===== src/tests/line_image.hex =====
// one 64-bit line per line address, address 00 first
00c3ff5a0096ff0f
01c3fe5a0196fe0f
02c3fd5a0296fd0f
03c3fc5a0396fc0f
04c3fb5a0496fb0f
05c3fa5a0596fa0f
06c3f95a0696f90f
07c3f85a0796f80f
08c3f75a0896f70f
09c3f65a0996f60f
0ac3f55a0a96f50f
0bc3f45a0b96f40f
0cc3f35a0c96f30f
0dc3f25a0d96f20f
0ec3f15a0e96f10f
0fc3f05a0f96f00f
10c3ef5a1096ef0f
11c3ee5a1196ee0f
12c3ed5a1296ed0f
13c3ec5a1396ec0f
14c3eb5a1496eb0f
15c3ea5a1596ea0f
16c3e95a1696e90f
17c3e85a1796e80f
18c3e75a1896e70f
19c3e65a1996e60f
1ac3e55a1a96e50f
1bc3e45a1b96e40f
1cc3e35a1c96e30f
1dc3e25a1d96e20f
1ec3e15a1e96e10f
1fc3e05a1f96e00f

===== src/source/cache_pkg.sv =====
package cache_pkg;

    // a line address splits into tag (upper bits) and set index (lower bits)
    localparam int LINE_ADDR_W = 5;
    localparam int INDEX_W     = 3;
    localparam int TAG_W       = LINE_ADDR_W - INDEX_W;
    localparam int BLOCK_W     = 64;

    localparam int NUM_SETS    = 2 ** INDEX_W;     // L1 is direct mapped, one line per set
    localparam int NUM_LINES   = 2 ** LINE_ADDR_W; // lines held by the backing memory

    typedef logic [LINE_ADDR_W-1:0] line_addr_t;

    typedef logic [BLOCK_W-1:0] line_t;

    // level of the hierarchy that supplied a response
    typedef enum logic [1:0]
    {
        SRC_L1     = 2'd0,
        SRC_VICTIM = 2'd1,
        SRC_MEMORY = 2'd2
    } source_e;

    // valid is a single cycle pulse, data and source are only meaningful with it
    typedef struct packed
    {
        logic    valid;
        line_t   data;
        source_e source;
    } fetch_resp_t;

endpackage


===== src/source/mem_pkg.sv =====
package mem_pkg;

    // one displaced line held by the victim buffer
    typedef struct packed
    {
        cache_pkg::line_addr_t addr;
        cache_pkg::line_t      data;
    } victim_entry_t;

    typedef enum logic
    {
        LAT_LOW  = 1'b0,   // result one cycle after the lookup
        LAT_HIGH = 1'b1    // result two cycles after the lookup
    } victim_latency_e;

    typedef enum logic [1:0]
    {
        ST_IDLE        = 2'd0,
        ST_VICTIM_WAIT = 2'd1,
        ST_MEM_WAIT    = 2'd2,
        ST_FILL        = 2'd3
    } ctrl_state_e;

endpackage


===== src/source/victim_buffer.sv =====
`timescale 1ns/1ps

module victim_buffer #(
    parameter int                       VICTIM_DEPTH   = 4,
    parameter mem_pkg::victim_latency_e VICTIM_LATENCY = mem_pkg::LAT_HIGH
) (
    input  logic                   CLK,
    input  logic                   rst_n,
    input  logic                   victim_lookup,
    input  cache_pkg::line_addr_t  lookup_addr,
    input  logic                   victim_write,
    input  mem_pkg::victim_entry_t victim_wentry,
    output logic                   victim_done,
    output logic                   victim_hit,
    output cache_pkg::line_t       victim_data
);
    import cache_pkg::*;
    import mem_pkg::*;

    localparam int CNT_W = $clog2(VICTIM_DEPTH + 1);
    localparam int IDX_W = (VICTIM_DEPTH > 1) ? $clog2(VICTIM_DEPTH) : 1;

    victim_entry_t           entries [VICTIM_DEPTH];   // slot 0 holds the oldest entry
    logic [VICTIM_DEPTH-1:0] valid;
    logic [CNT_W-1:0]        count;
    logic                    full;
    logic [VICTIM_DEPTH-1:0] match;
    logic                    match_any;
    logic [IDX_W-1:0]        match_idx;
    line_t                   match_data;
    logic                    done_s1;
    logic                    hit_s1;
    line_t                   data_s1;

    assign full = (count == CNT_W'(VICTIM_DEPTH));

    // the loop runs downward so the lowest matching slot wins
    always_comb
    begin
        match_any  = 1'b0;
        match_idx  = '0;
        match_data = '0;
        for (int i = VICTIM_DEPTH - 1; i >= 0; i--)
        begin
            match[i] = valid[i] && (entries[i].addr == lookup_addr);
            if (match[i])
            begin
                match_any  = 1'b1;
                match_idx  = IDX_W'(i);
                match_data = entries[i].data;
            end
        end
    end

    // valid bits stay packed from slot 0 upward, so a removal is a plain shift
    always_ff @(posedge CLK)
    begin
        if (!rst_n)
        begin
            valid <= '0;
            count <= '0;
        end
        else if (victim_write)
        begin
            if (!full)
            begin
                valid <= (valid << 1) | VICTIM_DEPTH'(1);
                count <= count + 1'b1;
            end
        end
        else if (victim_lookup && match_any)
        begin
            valid <= valid >> 1;
            count <= count - 1'b1;
        end
    end

    always_ff @(posedge CLK)
    begin
        if (victim_write)
        begin
            if (full)
            begin
                for (int i = 0; i < VICTIM_DEPTH - 1; i++)
                begin
                    entries[i] <= entries[i + 1];   // oldest falls out of slot 0
                end
                entries[VICTIM_DEPTH - 1] <= victim_wentry;
            end
            else
            begin
                entries[count[IDX_W-1:0]] <= victim_wentry;
            end
        end
        else if (victim_lookup && match_any)
        begin
            for (int i = 0; i < VICTIM_DEPTH - 1; i++)
            begin
                if (i >= int'(match_idx))
                begin
                    entries[i] <= entries[i + 1];   // younger entries close the gap
                end
            end
        end
    end

    always_ff @(posedge CLK)
    begin
        if (!rst_n)
        begin
            done_s1 <= 1'b0;
            hit_s1  <= 1'b0;
        end
        else
        begin
            done_s1 <= victim_lookup;
            hit_s1  <= victim_lookup && match_any;
        end
    end

    always_ff @(posedge CLK)
    begin
        if (victim_lookup)
        begin
            data_s1 <= match_data;
        end
    end

    generate
        if (VICTIM_LATENCY == LAT_LOW)
        begin : g_lat_low
            assign victim_done = done_s1;
            assign victim_hit  = hit_s1;
            assign victim_data = data_s1;
        end
        else
        begin : g_lat_high
            logic  done_s2;
            logic  hit_s2;
            line_t data_s2;

            always_ff @(posedge CLK)
            begin
                if (!rst_n)
                begin
                    done_s2 <= 1'b0;
                    hit_s2  <= 1'b0;
                end
                else
                begin
                    done_s2 <= done_s1;
                    hit_s2  <= hit_s1;
                end
            end

            always_ff @(posedge CLK)
            begin
                data_s2 <= data_s1;
            end

            assign victim_done = done_s2;
            assign victim_hit  = hit_s2;
            assign victim_data = data_s2;
        end
    endgenerate

    a_no_lookup_with_write: assert property (@(posedge CLK) disable iff (!rst_n)
        !(victim_lookup && victim_write))
        else $error("victim lookup and write in the same cycle");

endmodule


===== src/source/line_memory.sv =====
`timescale 1ns/1ps

module line_memory #(
    parameter int MEM_LATENCY = 3
) (
    input  logic                  CLK,
    input  logic                  rst_n,
    input  logic                  mem_rd,
    input  cache_pkg::line_addr_t mem_addr,
    output logic                  mem_done,
    output cache_pkg::line_t      mem_data
);
    import cache_pkg::*;

    line_t                  mem [NUM_LINES];
    logic [MEM_LATENCY-1:0] rd_pipe;
    line_t                  data_pipe [MEM_LATENCY];

    // image path is relative to the simulation run directory
    initial
    begin
        $readmemh("/design/src/tests/line_image.hex", mem);
    end

    always_ff @(posedge CLK)
    begin
        if (!rst_n)
        begin
            rd_pipe <= '0;
        end
        else
        begin
            rd_pipe <= (rd_pipe << 1) | MEM_LATENCY'(mem_rd);
        end
    end

    // data moves in step with the strobe so reads may overlap
    always_ff @(posedge CLK)
    begin
        data_pipe[0] <= mem[mem_addr];
        for (int i = 1; i < MEM_LATENCY; i++)
        begin
            data_pipe[i] <= data_pipe[i - 1];
        end
    end

    assign mem_done = rd_pipe[MEM_LATENCY-1];
    assign mem_data = data_pipe[MEM_LATENCY-1];

endmodule


===== src/source/fetch_cache_ctrl.sv =====
`timescale 1ns/1ps

module fetch_cache_ctrl (
    input  logic                   CLK,
    input  logic                   rst_n,
    input  logic                   req,
    input  cache_pkg::line_addr_t  req_addr,
    output logic                   busy,
    output cache_pkg::fetch_resp_t resp,
    output logic                   victim_lookup,
    output cache_pkg::line_addr_t  lookup_addr,
    input  logic                   victim_done,
    input  logic                   victim_hit,
    input  cache_pkg::line_t       victim_data,
    output logic                   victim_write,
    output mem_pkg::victim_entry_t victim_wentry,
    output logic                   mem_rd,
    output cache_pkg::line_addr_t  mem_addr,
    input  logic                   mem_done,
    input  cache_pkg::line_t       mem_data
);
    import cache_pkg::*;
    import mem_pkg::*;

    logic [TAG_W-1:0]    tag_q [NUM_SETS];
    line_t               data_q [NUM_SETS];
    logic [NUM_SETS-1:0] valid_q;

    ctrl_state_e         state;
    line_addr_t          addr_q;
    logic                lookup_q;
    logic                mem_rd_q;
    logic                resp_valid_q;
    line_t               resp_data_q;
    source_e             resp_src_q;

    logic [INDEX_W-1:0]  req_idx;
    logic [TAG_W-1:0]    req_tag;
    logic [INDEX_W-1:0]  fill_idx;
    logic [TAG_W-1:0]    fill_tag;
    logic                l1_hit;

    assign req_idx  = req_addr[INDEX_W-1:0];
    assign req_tag  = req_addr[LINE_ADDR_W-1:INDEX_W];
    assign fill_idx = addr_q[INDEX_W-1:0];
    assign fill_tag = addr_q[LINE_ADDR_W-1:INDEX_W];
    assign l1_hit   = valid_q[req_idx] && (tag_q[req_idx] == req_tag);

    always_ff @(posedge CLK)
    begin
        if (!rst_n)
        begin
            state        <= ST_IDLE;
            lookup_q     <= 1'b0;
            mem_rd_q     <= 1'b0;
            resp_valid_q <= 1'b0;
            valid_q      <= '0;
        end
        else
        begin
            lookup_q     <= 1'b0;
            mem_rd_q     <= 1'b0;
            resp_valid_q <= 1'b0;
            case (state)
                ST_IDLE:
                begin
                    if (req)
                    begin
                        if (l1_hit)
                        begin
                            resp_valid_q <= 1'b1;   // hit answers in the next cycle
                        end
                        else
                        begin
                            lookup_q <= 1'b1;
                            state    <= ST_VICTIM_WAIT;
                        end
                    end
                end
                ST_VICTIM_WAIT:
                begin
                    if (victim_done)
                    begin
                        if (victim_hit)
                        begin
                            resp_valid_q <= 1'b1;
                            state        <= ST_FILL;
                        end
                        else
                        begin
                            mem_rd_q <= 1'b1;
                            state    <= ST_MEM_WAIT;
                        end
                    end
                end
                ST_MEM_WAIT:
                begin
                    if (mem_done)
                    begin
                        resp_valid_q <= 1'b1;
                        state        <= ST_FILL;
                    end
                end
                ST_FILL:
                begin
                    valid_q[fill_idx] <= 1'b1;
                    state             <= ST_IDLE;
                end
                default:
                begin
                    state <= ST_IDLE;
                end
            endcase
        end
    end

    // the response data register also carries the fill line into the array
    always_ff @(posedge CLK)
    begin
        case (state)
            ST_IDLE:
            begin
                if (req)
                begin
                    addr_q      <= req_addr;
                    resp_data_q <= data_q[req_idx];
                    resp_src_q  <= SRC_L1;
                end
            end
            ST_VICTIM_WAIT:
            begin
                if (victim_done && victim_hit)
                begin
                    resp_data_q <= victim_data;
                    resp_src_q  <= SRC_VICTIM;
                end
            end
            ST_MEM_WAIT:
            begin
                if (mem_done)
                begin
                    resp_data_q <= mem_data;
                    resp_src_q  <= SRC_MEMORY;
                end
            end
            ST_FILL:
            begin
                tag_q[fill_idx]  <= fill_tag;
                data_q[fill_idx] <= resp_data_q;
            end
            default:
            begin
            end
        endcase
    end

    assign busy          = (state != ST_IDLE) || resp_valid_q;
    assign resp          = fetch_resp_t'{valid: resp_valid_q, data: resp_data_q,
                                         source: resp_src_q};
    assign victim_lookup = lookup_q;
    assign lookup_addr   = addr_q;
    assign mem_rd        = mem_rd_q;
    assign mem_addr      = addr_q;

    // the displaced line leaves while the new one is written over it
    assign victim_write  = (state == ST_FILL) && valid_q[fill_idx];
    assign victim_wentry = victim_entry_t'{addr: {tag_q[fill_idx], fill_idx},
                                           data: data_q[fill_idx]};

    a_no_req_while_busy: assert property (@(posedge CLK) disable iff (!rst_n)
        busy |-> !req)
        else $error("request raised while busy");

    a_resp_single_pulse: assert property (@(posedge CLK) disable iff (!rst_n)
        resp.valid |=> !resp.valid)
        else $error("response valid held for more than one cycle");

endmodule


===== src/source/fetch_cache_top.sv =====
`timescale 1ns/1ps

module fetch_cache_top #(
    parameter int                       VICTIM_DEPTH   = 4,
    parameter mem_pkg::victim_latency_e VICTIM_LATENCY = mem_pkg::LAT_HIGH,
    parameter int                       MEM_LATENCY    = 3
) (
    input  logic                   CLK,
    input  logic                   rst_n,
    input  logic                   req,
    input  cache_pkg::line_addr_t  req_addr,
    output logic                   busy,
    output cache_pkg::fetch_resp_t resp
);
    import cache_pkg::*;
    import mem_pkg::*;

    logic          victim_lookup;
    line_addr_t    lookup_addr;
    logic          victim_done;
    logic          victim_hit;
    line_t         victim_data;
    logic          victim_write;
    victim_entry_t victim_wentry;
    logic          mem_rd;
    line_addr_t    mem_addr;
    logic          mem_done;
    line_t         mem_data;

    fetch_cache_ctrl i_ctrl (
        .CLK           (CLK),
        .rst_n         (rst_n),
        .req           (req),
        .req_addr      (req_addr),
        .busy          (busy),
        .resp          (resp),
        .victim_lookup (victim_lookup),
        .lookup_addr   (lookup_addr),
        .victim_done   (victim_done),
        .victim_hit    (victim_hit),
        .victim_data   (victim_data),
        .victim_write  (victim_write),
        .victim_wentry (victim_wentry),
        .mem_rd        (mem_rd),
        .mem_addr      (mem_addr),
        .mem_done      (mem_done),
        .mem_data      (mem_data)
    );

    victim_buffer #(
        .VICTIM_DEPTH   (VICTIM_DEPTH),
        .VICTIM_LATENCY (VICTIM_LATENCY)
    ) i_victim (
        .CLK           (CLK),
        .rst_n         (rst_n),
        .victim_lookup (victim_lookup),
        .lookup_addr   (lookup_addr),
        .victim_write  (victim_write),
        .victim_wentry (victim_wentry),
        .victim_done   (victim_done),
        .victim_hit    (victim_hit),
        .victim_data   (victim_data)
    );

    line_memory #(
        .MEM_LATENCY (MEM_LATENCY)
    ) i_mem (
        .CLK      (CLK),
        .rst_n    (rst_n),
        .mem_rd   (mem_rd),
        .mem_addr (mem_addr),
        .mem_done (mem_done),
        .mem_data (mem_data)
    );

endmodule


===== config.mk =====
export PLATFORM = sky130hd
export DESIGN_NAME = fetch_cache_top
export DESIGN_NICKNAME = d
export VERILOG_FILES = /design/src/source/cache_pkg.sv /design/src/source/mem_pkg.sv /design/src/source/victim_buffer.sv /design/src/source/line_memory.sv /design/src/source/fetch_cache_ctrl.sv /design/src/source/fetch_cache_top.sv
export SDC_FILE = /design/constraint.sdc
export NUM_CORES = 1
export LEC_CHECK = 0
export BUFFER_PORTS_ARGS = -buffer_cell sky130_fd_sc_hd__buf_2
export CAP_MARGIN = 20
export CORE_MARGIN = 2
export CORE_UTILIZATION = 29
export CTS_BUF_LIST = sky130_fd_sc_hd__clkbuf_2 sky130_fd_sc_hd__clkbuf_4 sky130_fd_sc_hd__clkbuf_8
export DETAILED_ROUTE_END_ITERATION = 8
export GPL_ROUTABILITY_DRIVEN = 0
export GPL_TIMING_DRIVEN = 1
export PLACE_DENSITY = 0.49
export SKIP_CTS_REPAIR_TIMING = 1
export SYNTH_ARGS = -nofsm -noshare
export SYNTH_HDL_FRONTEND = slang
export SYNTH_SLANG_ARGS = --single-unit
export TNS_END_PERCENT = 30

===== constraint.sdc =====
create_clock -name CLK -period 8.9 [get_ports CLK]
set_input_delay 2.67 -clock CLK [delete_from_list [all_inputs] [get_ports CLK]]
set_output_delay 2.67 -clock CLK [all_outputs]
set_load 0.005 [all_outputs]

==> Word-level counts from Yosys, hierarchy flattened <==
Memory sizes are Yosys's and may differ from the RTL's. A register that Yosys moved wholly into a read port is not among the register bits.
Index checks and enable logic that the tools add are counted.
W data, S select, Z words.
{ "op_classes": {"bitwise": 5, "multipliers": 0, "add_sub_neg": 2, "n_reduce_logical": 21, "div_mod_pow": 0, "n_lt_le_gt_ge": 6, "eq_ne": 15, "n_mux": 74, "shift": 0} }
{ "ops": {"columns": ["op", "count"], "rows": [
  ["$mux W64", 7],
  ["$mux W69", 4],
  ["$pmux W64 S3", 1],
  ["$reduce_or A69 Y1", 1],
  ["$mux W1", 36],
  ["$mux W2", 12],
  ["$eq A5 B5 Y1", 4],
  ["$mux W3", 5],
  ["$mux W4", 3],
  ["$logic_and A1 B1 Y1", 9],
  ["$lt A3 B4 Y1 const B", 2],
  ["$or A8 B8 Y8", 1],
  ["$pmux W2 S4", 1],
  ["$reduce_and A4 Y1", 2],
  ["$bmux W1 S3", 2],
  ["$ne A2 B1 Y1 const B", 3],
  ["$ne A2 B2 Y1 const B", 3],
  ["$pmux W2 S3", 1],
  ["$reduce_and A3 Y1", 2],
  ["$eq A2 B2 Y1 const B", 2],
  ["$ge A1 B2 Y1 const A", 2],
  ["$reduce_and A2 Y1", 2],
  ["$reduce_bool A2 Y1", 2],
  ["$add A3 B1 Y3 const B", 1],
  ["13 further kinds", 15]
]} }
{ "totals": {"latchBits": 0, "mem_bits_ro": 0, "n_memories": 4, "mem_bits_rw": 996, "input_bits": 8, "reg_bits": 226, "out_inout_bits": 68} }
{ "mem_list": {"columns": ["memory", "words", "word_bits", "rd", "rd_ports_with_merged_regs", "write_ports", "line_no", "source"], "rows": [
  ["i_ctrl.data_q", 8, 64, 2, 1, 1, "fetch_cache_ctrl.sv:26", "line_t data_q [NUM_SETS];"],
  ["i_victim.entries", 4, 69, 4, 0, 4, "victim_buffer.sv:23", "victim_entry_t entries [VICTIM_DEPTH];"],
  ["i_mem.data_pipe", 3, 64, 3, 0, 3, "line_memory.sv:17", "line_t data_pipe [MEM_LATENCY];"],
  ["i_ctrl.tag_q", 8, 2, 2, 1, 1, "fetch_cache_ctrl.sv:25", "logic [TAG_W-1:0] tag_q [NUM_SETS];"]
]} }

==> Longest topological paths before layout <==
An unclocked memory read counts as a cell.
{ "depth": {"depth_word": 14, "ltp_mapped": 10} }

==> Modules after synthesis <==
A second synthesis with hierarchy kept.
{ "unflattened": {"cells_unflattened": 2492, "area_unflattened_um2": 44724.1} }
{ "by_module_without_submodules": {"columns": ["module", "n_inst", "cells_per_inst", "seq_area_each_um2", "area_per_inst_um2"], "rows": [
  ["fetch_cache_ctrl", 1, 1386, 18307.6, 27717.8],
  ["victim_buffer", 1, 1035, 11711.2, 16443.3],
  ["line_memory", 1, 71, 60.1, 563.0]
]} }

==> Worst setup path after synthesis <==
No wires, ideal clock.
{ "synth_path": {"path_kind": "input to register", "startpoint": "input req", "endpoint": "register i_ctrl.resp_data_q[0], enable pin", "required_ns": 8.311, "path_stages": 2, "setup_slack_ns": 0.653, "n_path_buf": 0, "t_arrival_ns": 7.658, "path_cell_list": "o22ai_1 -> a211oi_1"} }
{ "synth_between": {"elab_chain_cells": 2} }
{ "synth_lines": {"columns": ["item", "line_no", "source"], "rows": [
  ["from (decl)", "fetch_cache_top.sv:10", "input logic req,"],
  ["$ne A2 B2 Y1 (no source line)", null, null],
  ["$reduce_and A4 Y1 (no source line)", null, null],
  ["to (signal assigned)", "fetch_cache_ctrl.sv:126", "resp_data_q <= data_q[req_idx];"],
  ["to (signal assigned)", "fetch_cache_ctrl.sv:134", "resp_data_q <= victim_data;"],
  ["to (signal assigned)", "fetch_cache_ctrl.sv:142", "resp_data_q <= mem_data;"],
  ["to (decl)", "fetch_cache_ctrl.sv:34", "line_t resp_data_q;"]
]} }
No other way between the ends.
A chain may end at the register's enable or synchronous reset.

==> Final worst setup path <==
{ "layout_path": {"startpoint": "input req_addr[2]", "endpoint": "register i_ctrl.state[1]"} }
{ "layout_between": {"elab_chain_cells": 5} }
{ "layout_lines": {"columns": ["item", "line_no", "source"], "rows": [
  ["from (decl)", "fetch_cache_top.sv:11", "input cache_pkg::line_addr_t req_addr,"],
  ["$mem_v2 Z8 W2 or $bmux W1 S3 (tied branches)", null, null],
  ["$eq A2 B2 Y1 or $mux W1 (tied branches)", "fetch_cache_ctrl.sv:47", "assign l1_hit = valid_q[req_idx] && (tag_q[req_idx] == req_tag);"],
  ["$logic_and A1 B1 Y1 *", "fetch_cache_ctrl.sv:47", null],
  ["$ne A2 B2 Y1 (no source line) *", null, null],
  ["$reduce_and A4 Y1 (no source line) *", null, null],
  ["to (signal assigned)", "fetch_cache_ctrl.sv:53", "state <= ST_IDLE;"],
  ["to (signal assigned)", "fetch_cache_ctrl.sv:76", "state <= ST_VICTIM_WAIT;"],
  ["to (signal assigned)", "fetch_cache_ctrl.sv:87", "state <= ST_FILL;"],
  ["to (decl)", "fetch_cache_ctrl.sv:29", "ctrl_state_e state;"]
]} }
Every way passes the cells marked *; elsewhere a longest branch is shown, timed or not. The select of a mux whose other input is x is not followed.

==> flow_metrics.tcl <==
set metrics [dict create \
    dieArea_um2 154000 \
    synth_cells 2344 \
    wl_per_cell_um 26.3 \
    drc 0 \
    cp.arrival_ns 5.52 \
    critPathLaunchType "input port" \
    rr_worst_depth 5 \
    viasPerCell 5.09 \
    routed_wl_um 122000 \
    cts_sinks 1033 \
    yosysWarningCount 0 \
    setup_viol 0 \
    peakVddDrop_mv 0.241 \
    hpwl_um 62500 \
    fp.dieW_um 392 \
    vias 23651 \
    first_pass_iters 5 \
    crit_cells 8 \
    syn_to_final_growth_pct 15.2 \
    fin_ws_ns 4.15 \
    cts_inserted_buffers 176 \
    start_util 0.292 \
    grt_pass1_wl_um 179000 \
    rsz0062_at_grt "false" \
    power.leakage_nw 16.1 \
    critPathRequiredTime_ns 9.67 \
    slew_violations 0 \
    end_kind "flip-flop" \
    power_density_nw_per_um2 266 \
    first_iter_violations 1979 \
    clockBufferDepth 3 \
    yosysUniqueCellTypes 47 \
    cts-htree-levels 4 \
    core-area_um2 150000 \
    grt-ovfl-total 0 \
    ys.flop_type "edfxtp_1" \
    cap_viol_max_count 0 \
    total_power_mw 13.4 \
    rows 142 \
    clk_latency_ns 0.84 \
    synth_seq_cells 1033 \
    first_global_vias 25823 \
    antenna_found_initial 3 \
    fin_skew_ns 0.0478 \
    antenna_left 0 \
    tns_ns 0 \
    dieHeight_um 392 \
    fin_crit_ns 4.75 \
    hold_violations 0 \
    hold_class "reg2reg" \
    num_io_pins 76 \
    crit_family "buffers and inverters" \
    cts_root_buf "clkbuf_8" \
    outcome "finished, final reports clean" \
    grt.total_usage 0.160 \
    layout-drive-gt1-share 0.384 \
    ys_async_sr_fraction 0 \
    portBuffers 75 \
    syn_nets 2358 \
    path_cells "buf_4 > buf_4 > buf_4 > nand2_1 > o32ai_1 > nand2_1 > o21ai_1 > mux2i_1" \
    cp_common_cell "buf_4" \
    path_class "in2reg" \
    hold-path-cell-count 0 \
    yosysSeqAreaShare 0.688 \
    syn_area_per_cell_um2 18.6 \
    cts_tree "done" \
    fmax_mhz 211 \
    clk_pin_slew_worst_paths_ns 0.06 \
    place_ws_ns 3.33 \
    syn_area_um2 43700 \
    fin_crit_sh 0.533 \
    critPathMaxFanout 28 \
    synth_edf_count 939 \
    tightest_slew_ns 1.16 \
    critical-path-slowest-cell "buf_4" \
    slowest_delay_ns 0.71 \
    slew_headroom 0.227 \
    crit_buf_inv 3 \
    num-nets-final 2496 \
    final_util 0.336 \
    grt_start_max_net_pins 79 \
]
[layer usage]
layer  track usage  part of all wire
met1         0.219              0.45
met2         0.258              0.48
met3        0.0306             0.059
met4        0.0462             0.021
met5             0                 0
[cells by family after synthesis]
kind of cell             Yosys count  share of synthesized area
AO/OA/AOI/OAI                    221                     0.0359
XOR/XNOR                          23                    0.00461
adder cells (fa/ha/maj)            6                    0.00189
buffers and inverters            174                     0.0172
flip-flops                      1033                      0.688
multiplexers                     614                      0.226
AND/OR/NAND/NOR                  273                     0.0258
[power by group]
part | leakage, nW | internal, mW | total, mW | switching (mW)
Sequential | 9.32 | 6.13 | 6.71 | 0.576
Combinational | 4.73 | 0.834 | 2.05 | 1.22
Clock | 2.05 | 2.68 | 4.64 | 1.96
Total | 16.1 | 9.65 | 13.4 | 3.76
[state kept, by name, indices dropped and copies added, names as in the netlist, 4 cells and up, named ones only]
| name | flops |
|---|---|
| i_ctrl.resp_data_q | 64 |
| i_ctrl.lookup_addr | 5 |
| i_victim.victim_data | 64 |
| i_ctrl.tag_q | 16 |
| i_ctrl.valid_q | 8 |
| i_victim.valid | 4 |
| i_victim.data_s1 | 64 |
| i_ctrl.data_q | 512 |
| i_victim.entries | 276 |
[cells in the final DEF, fill, tap and decap left out, types with 5 or more instances in the layout]
| cell type | count |
|---|---|
| buf_4 | 50 |
| o21ai_0 | 66 |
| mux4_2 | 268 |
| and2_1 | 8 |
| clkbuf_4 | 75 |
| bufinv_16 | 9 |
| inv_1 | 8 |
| xor2_1 | 19 |
| clkbuf_8 | 206 |
| mux2_4 | 10 |
| mux2_2 | 266 |
| a21oi_1 | 7 |
| a221oi_1 | 64 |
| buf_2 | 72 |
| nand2_1 | 143 |
| dfxtp_1 | 90 |
| nor2_1 | 85 |
| clkinv_1 | 13 |
| edfxtp_1 | 939 |
| nor2_4 | 6 |
| o31ai_1 | 66 |
| mux2i_1 | 70 |
| clkinv_2 | 12 |
| nand2b_1 | 5 |
[path summary, 6_finish.rpt]
| check | from | slack, ns | to |
|---|---|---|---|
| hold reg to reg | i_victim.data_s1[35] | 0.34 | i_victim.victim_data[35] |
| setup / recovery | req_addr[2] | 4.15 | i_ctrl.state[1] |
| setup reg to reg | i_ctrl.lookup_addr[1] | 4.21 | i_victim.entries[0][54] |
| hold / removal | i_victim.data_s1[35] | 0.34 | i_victim.victim_data[35] |
[final cells by class]
class / instances / area (um^2)
fill: 14158 / 99400
sequential: 1033 / 30100
multi-input combinational: 1137 / 13000
clock buffer: 281 / 3400
tap: 2016 / 2520
timing repair buffer: 126 / 802
clock inverter: 44 / 472
inverter: 8 / 30.0
antenna: 1 / 2.50
[synth_stat cells, types with 2 or more instances]
cell type / count / area share
nor4_1: 4 / 0.00057
xnor2_1: 4 / 0.00080
buf_1: 12 / 0.0010
nor3b_2: 2 / 0.00057
nor2_1: 91 / 0.0078
buf_6: 5 / 0.0013
clkbuf_1: 104 / 0.0089
nand3_1: 4 / 0.00046
xor2_1: 19 / 0.0038
and3_1: 5 / 0.00072
o21ai_0: 67 / 0.0077
inv_1: 8 / 0.00069
ha_1: 5 / 0.0014
nand2_1: 143 / 0.012
and2_1: 8 / 0.0011
buf_2: 43 / 0.0049
nor3_1: 5 / 0.00057
a211oi_1: 2 / 0.00034
a21oi_1: 8 / 0.00092
mux2i_1: 70 / 0.016
buf_4: 2 / 0.00034
nor2b_1: 2 / 0.00029
mux2_2: 266 / 0.069
mux2_4: 10 / 0.0034
o21ai_1: 2 / 0.00023
dfxtp_1: 94 / 0.043
nand2b_1: 5 / 0.00072
edfxtp_1: 939 / 0.65
mux4_2: 268 / 0.14
a221oi_1: 64 / 0.013
o31ai_1: 67 / 0.012
[worst reg2reg max path: cells and delay by family (launching register included)]
family          cells  cell delay [ns]
flops               1             0.84
compound gates      1             0.89
buf+inv             1             0.97
simple gates        1             0.59
mux                 2             1.13
[stage by stage]
stage,hold slack [ns],instance area [um^2],std cells
3_5_place_dp,0.327,46500,4320
6_report,0.337,50300,4646
3_3_place_gp,0.325,46500,4320
5_1_grt,0.345,50300,4646
4_1_cts,0.332,50300,4645
2_1_floorplan,0.323,43700,2344
Power figures use the tool's default switching activity.
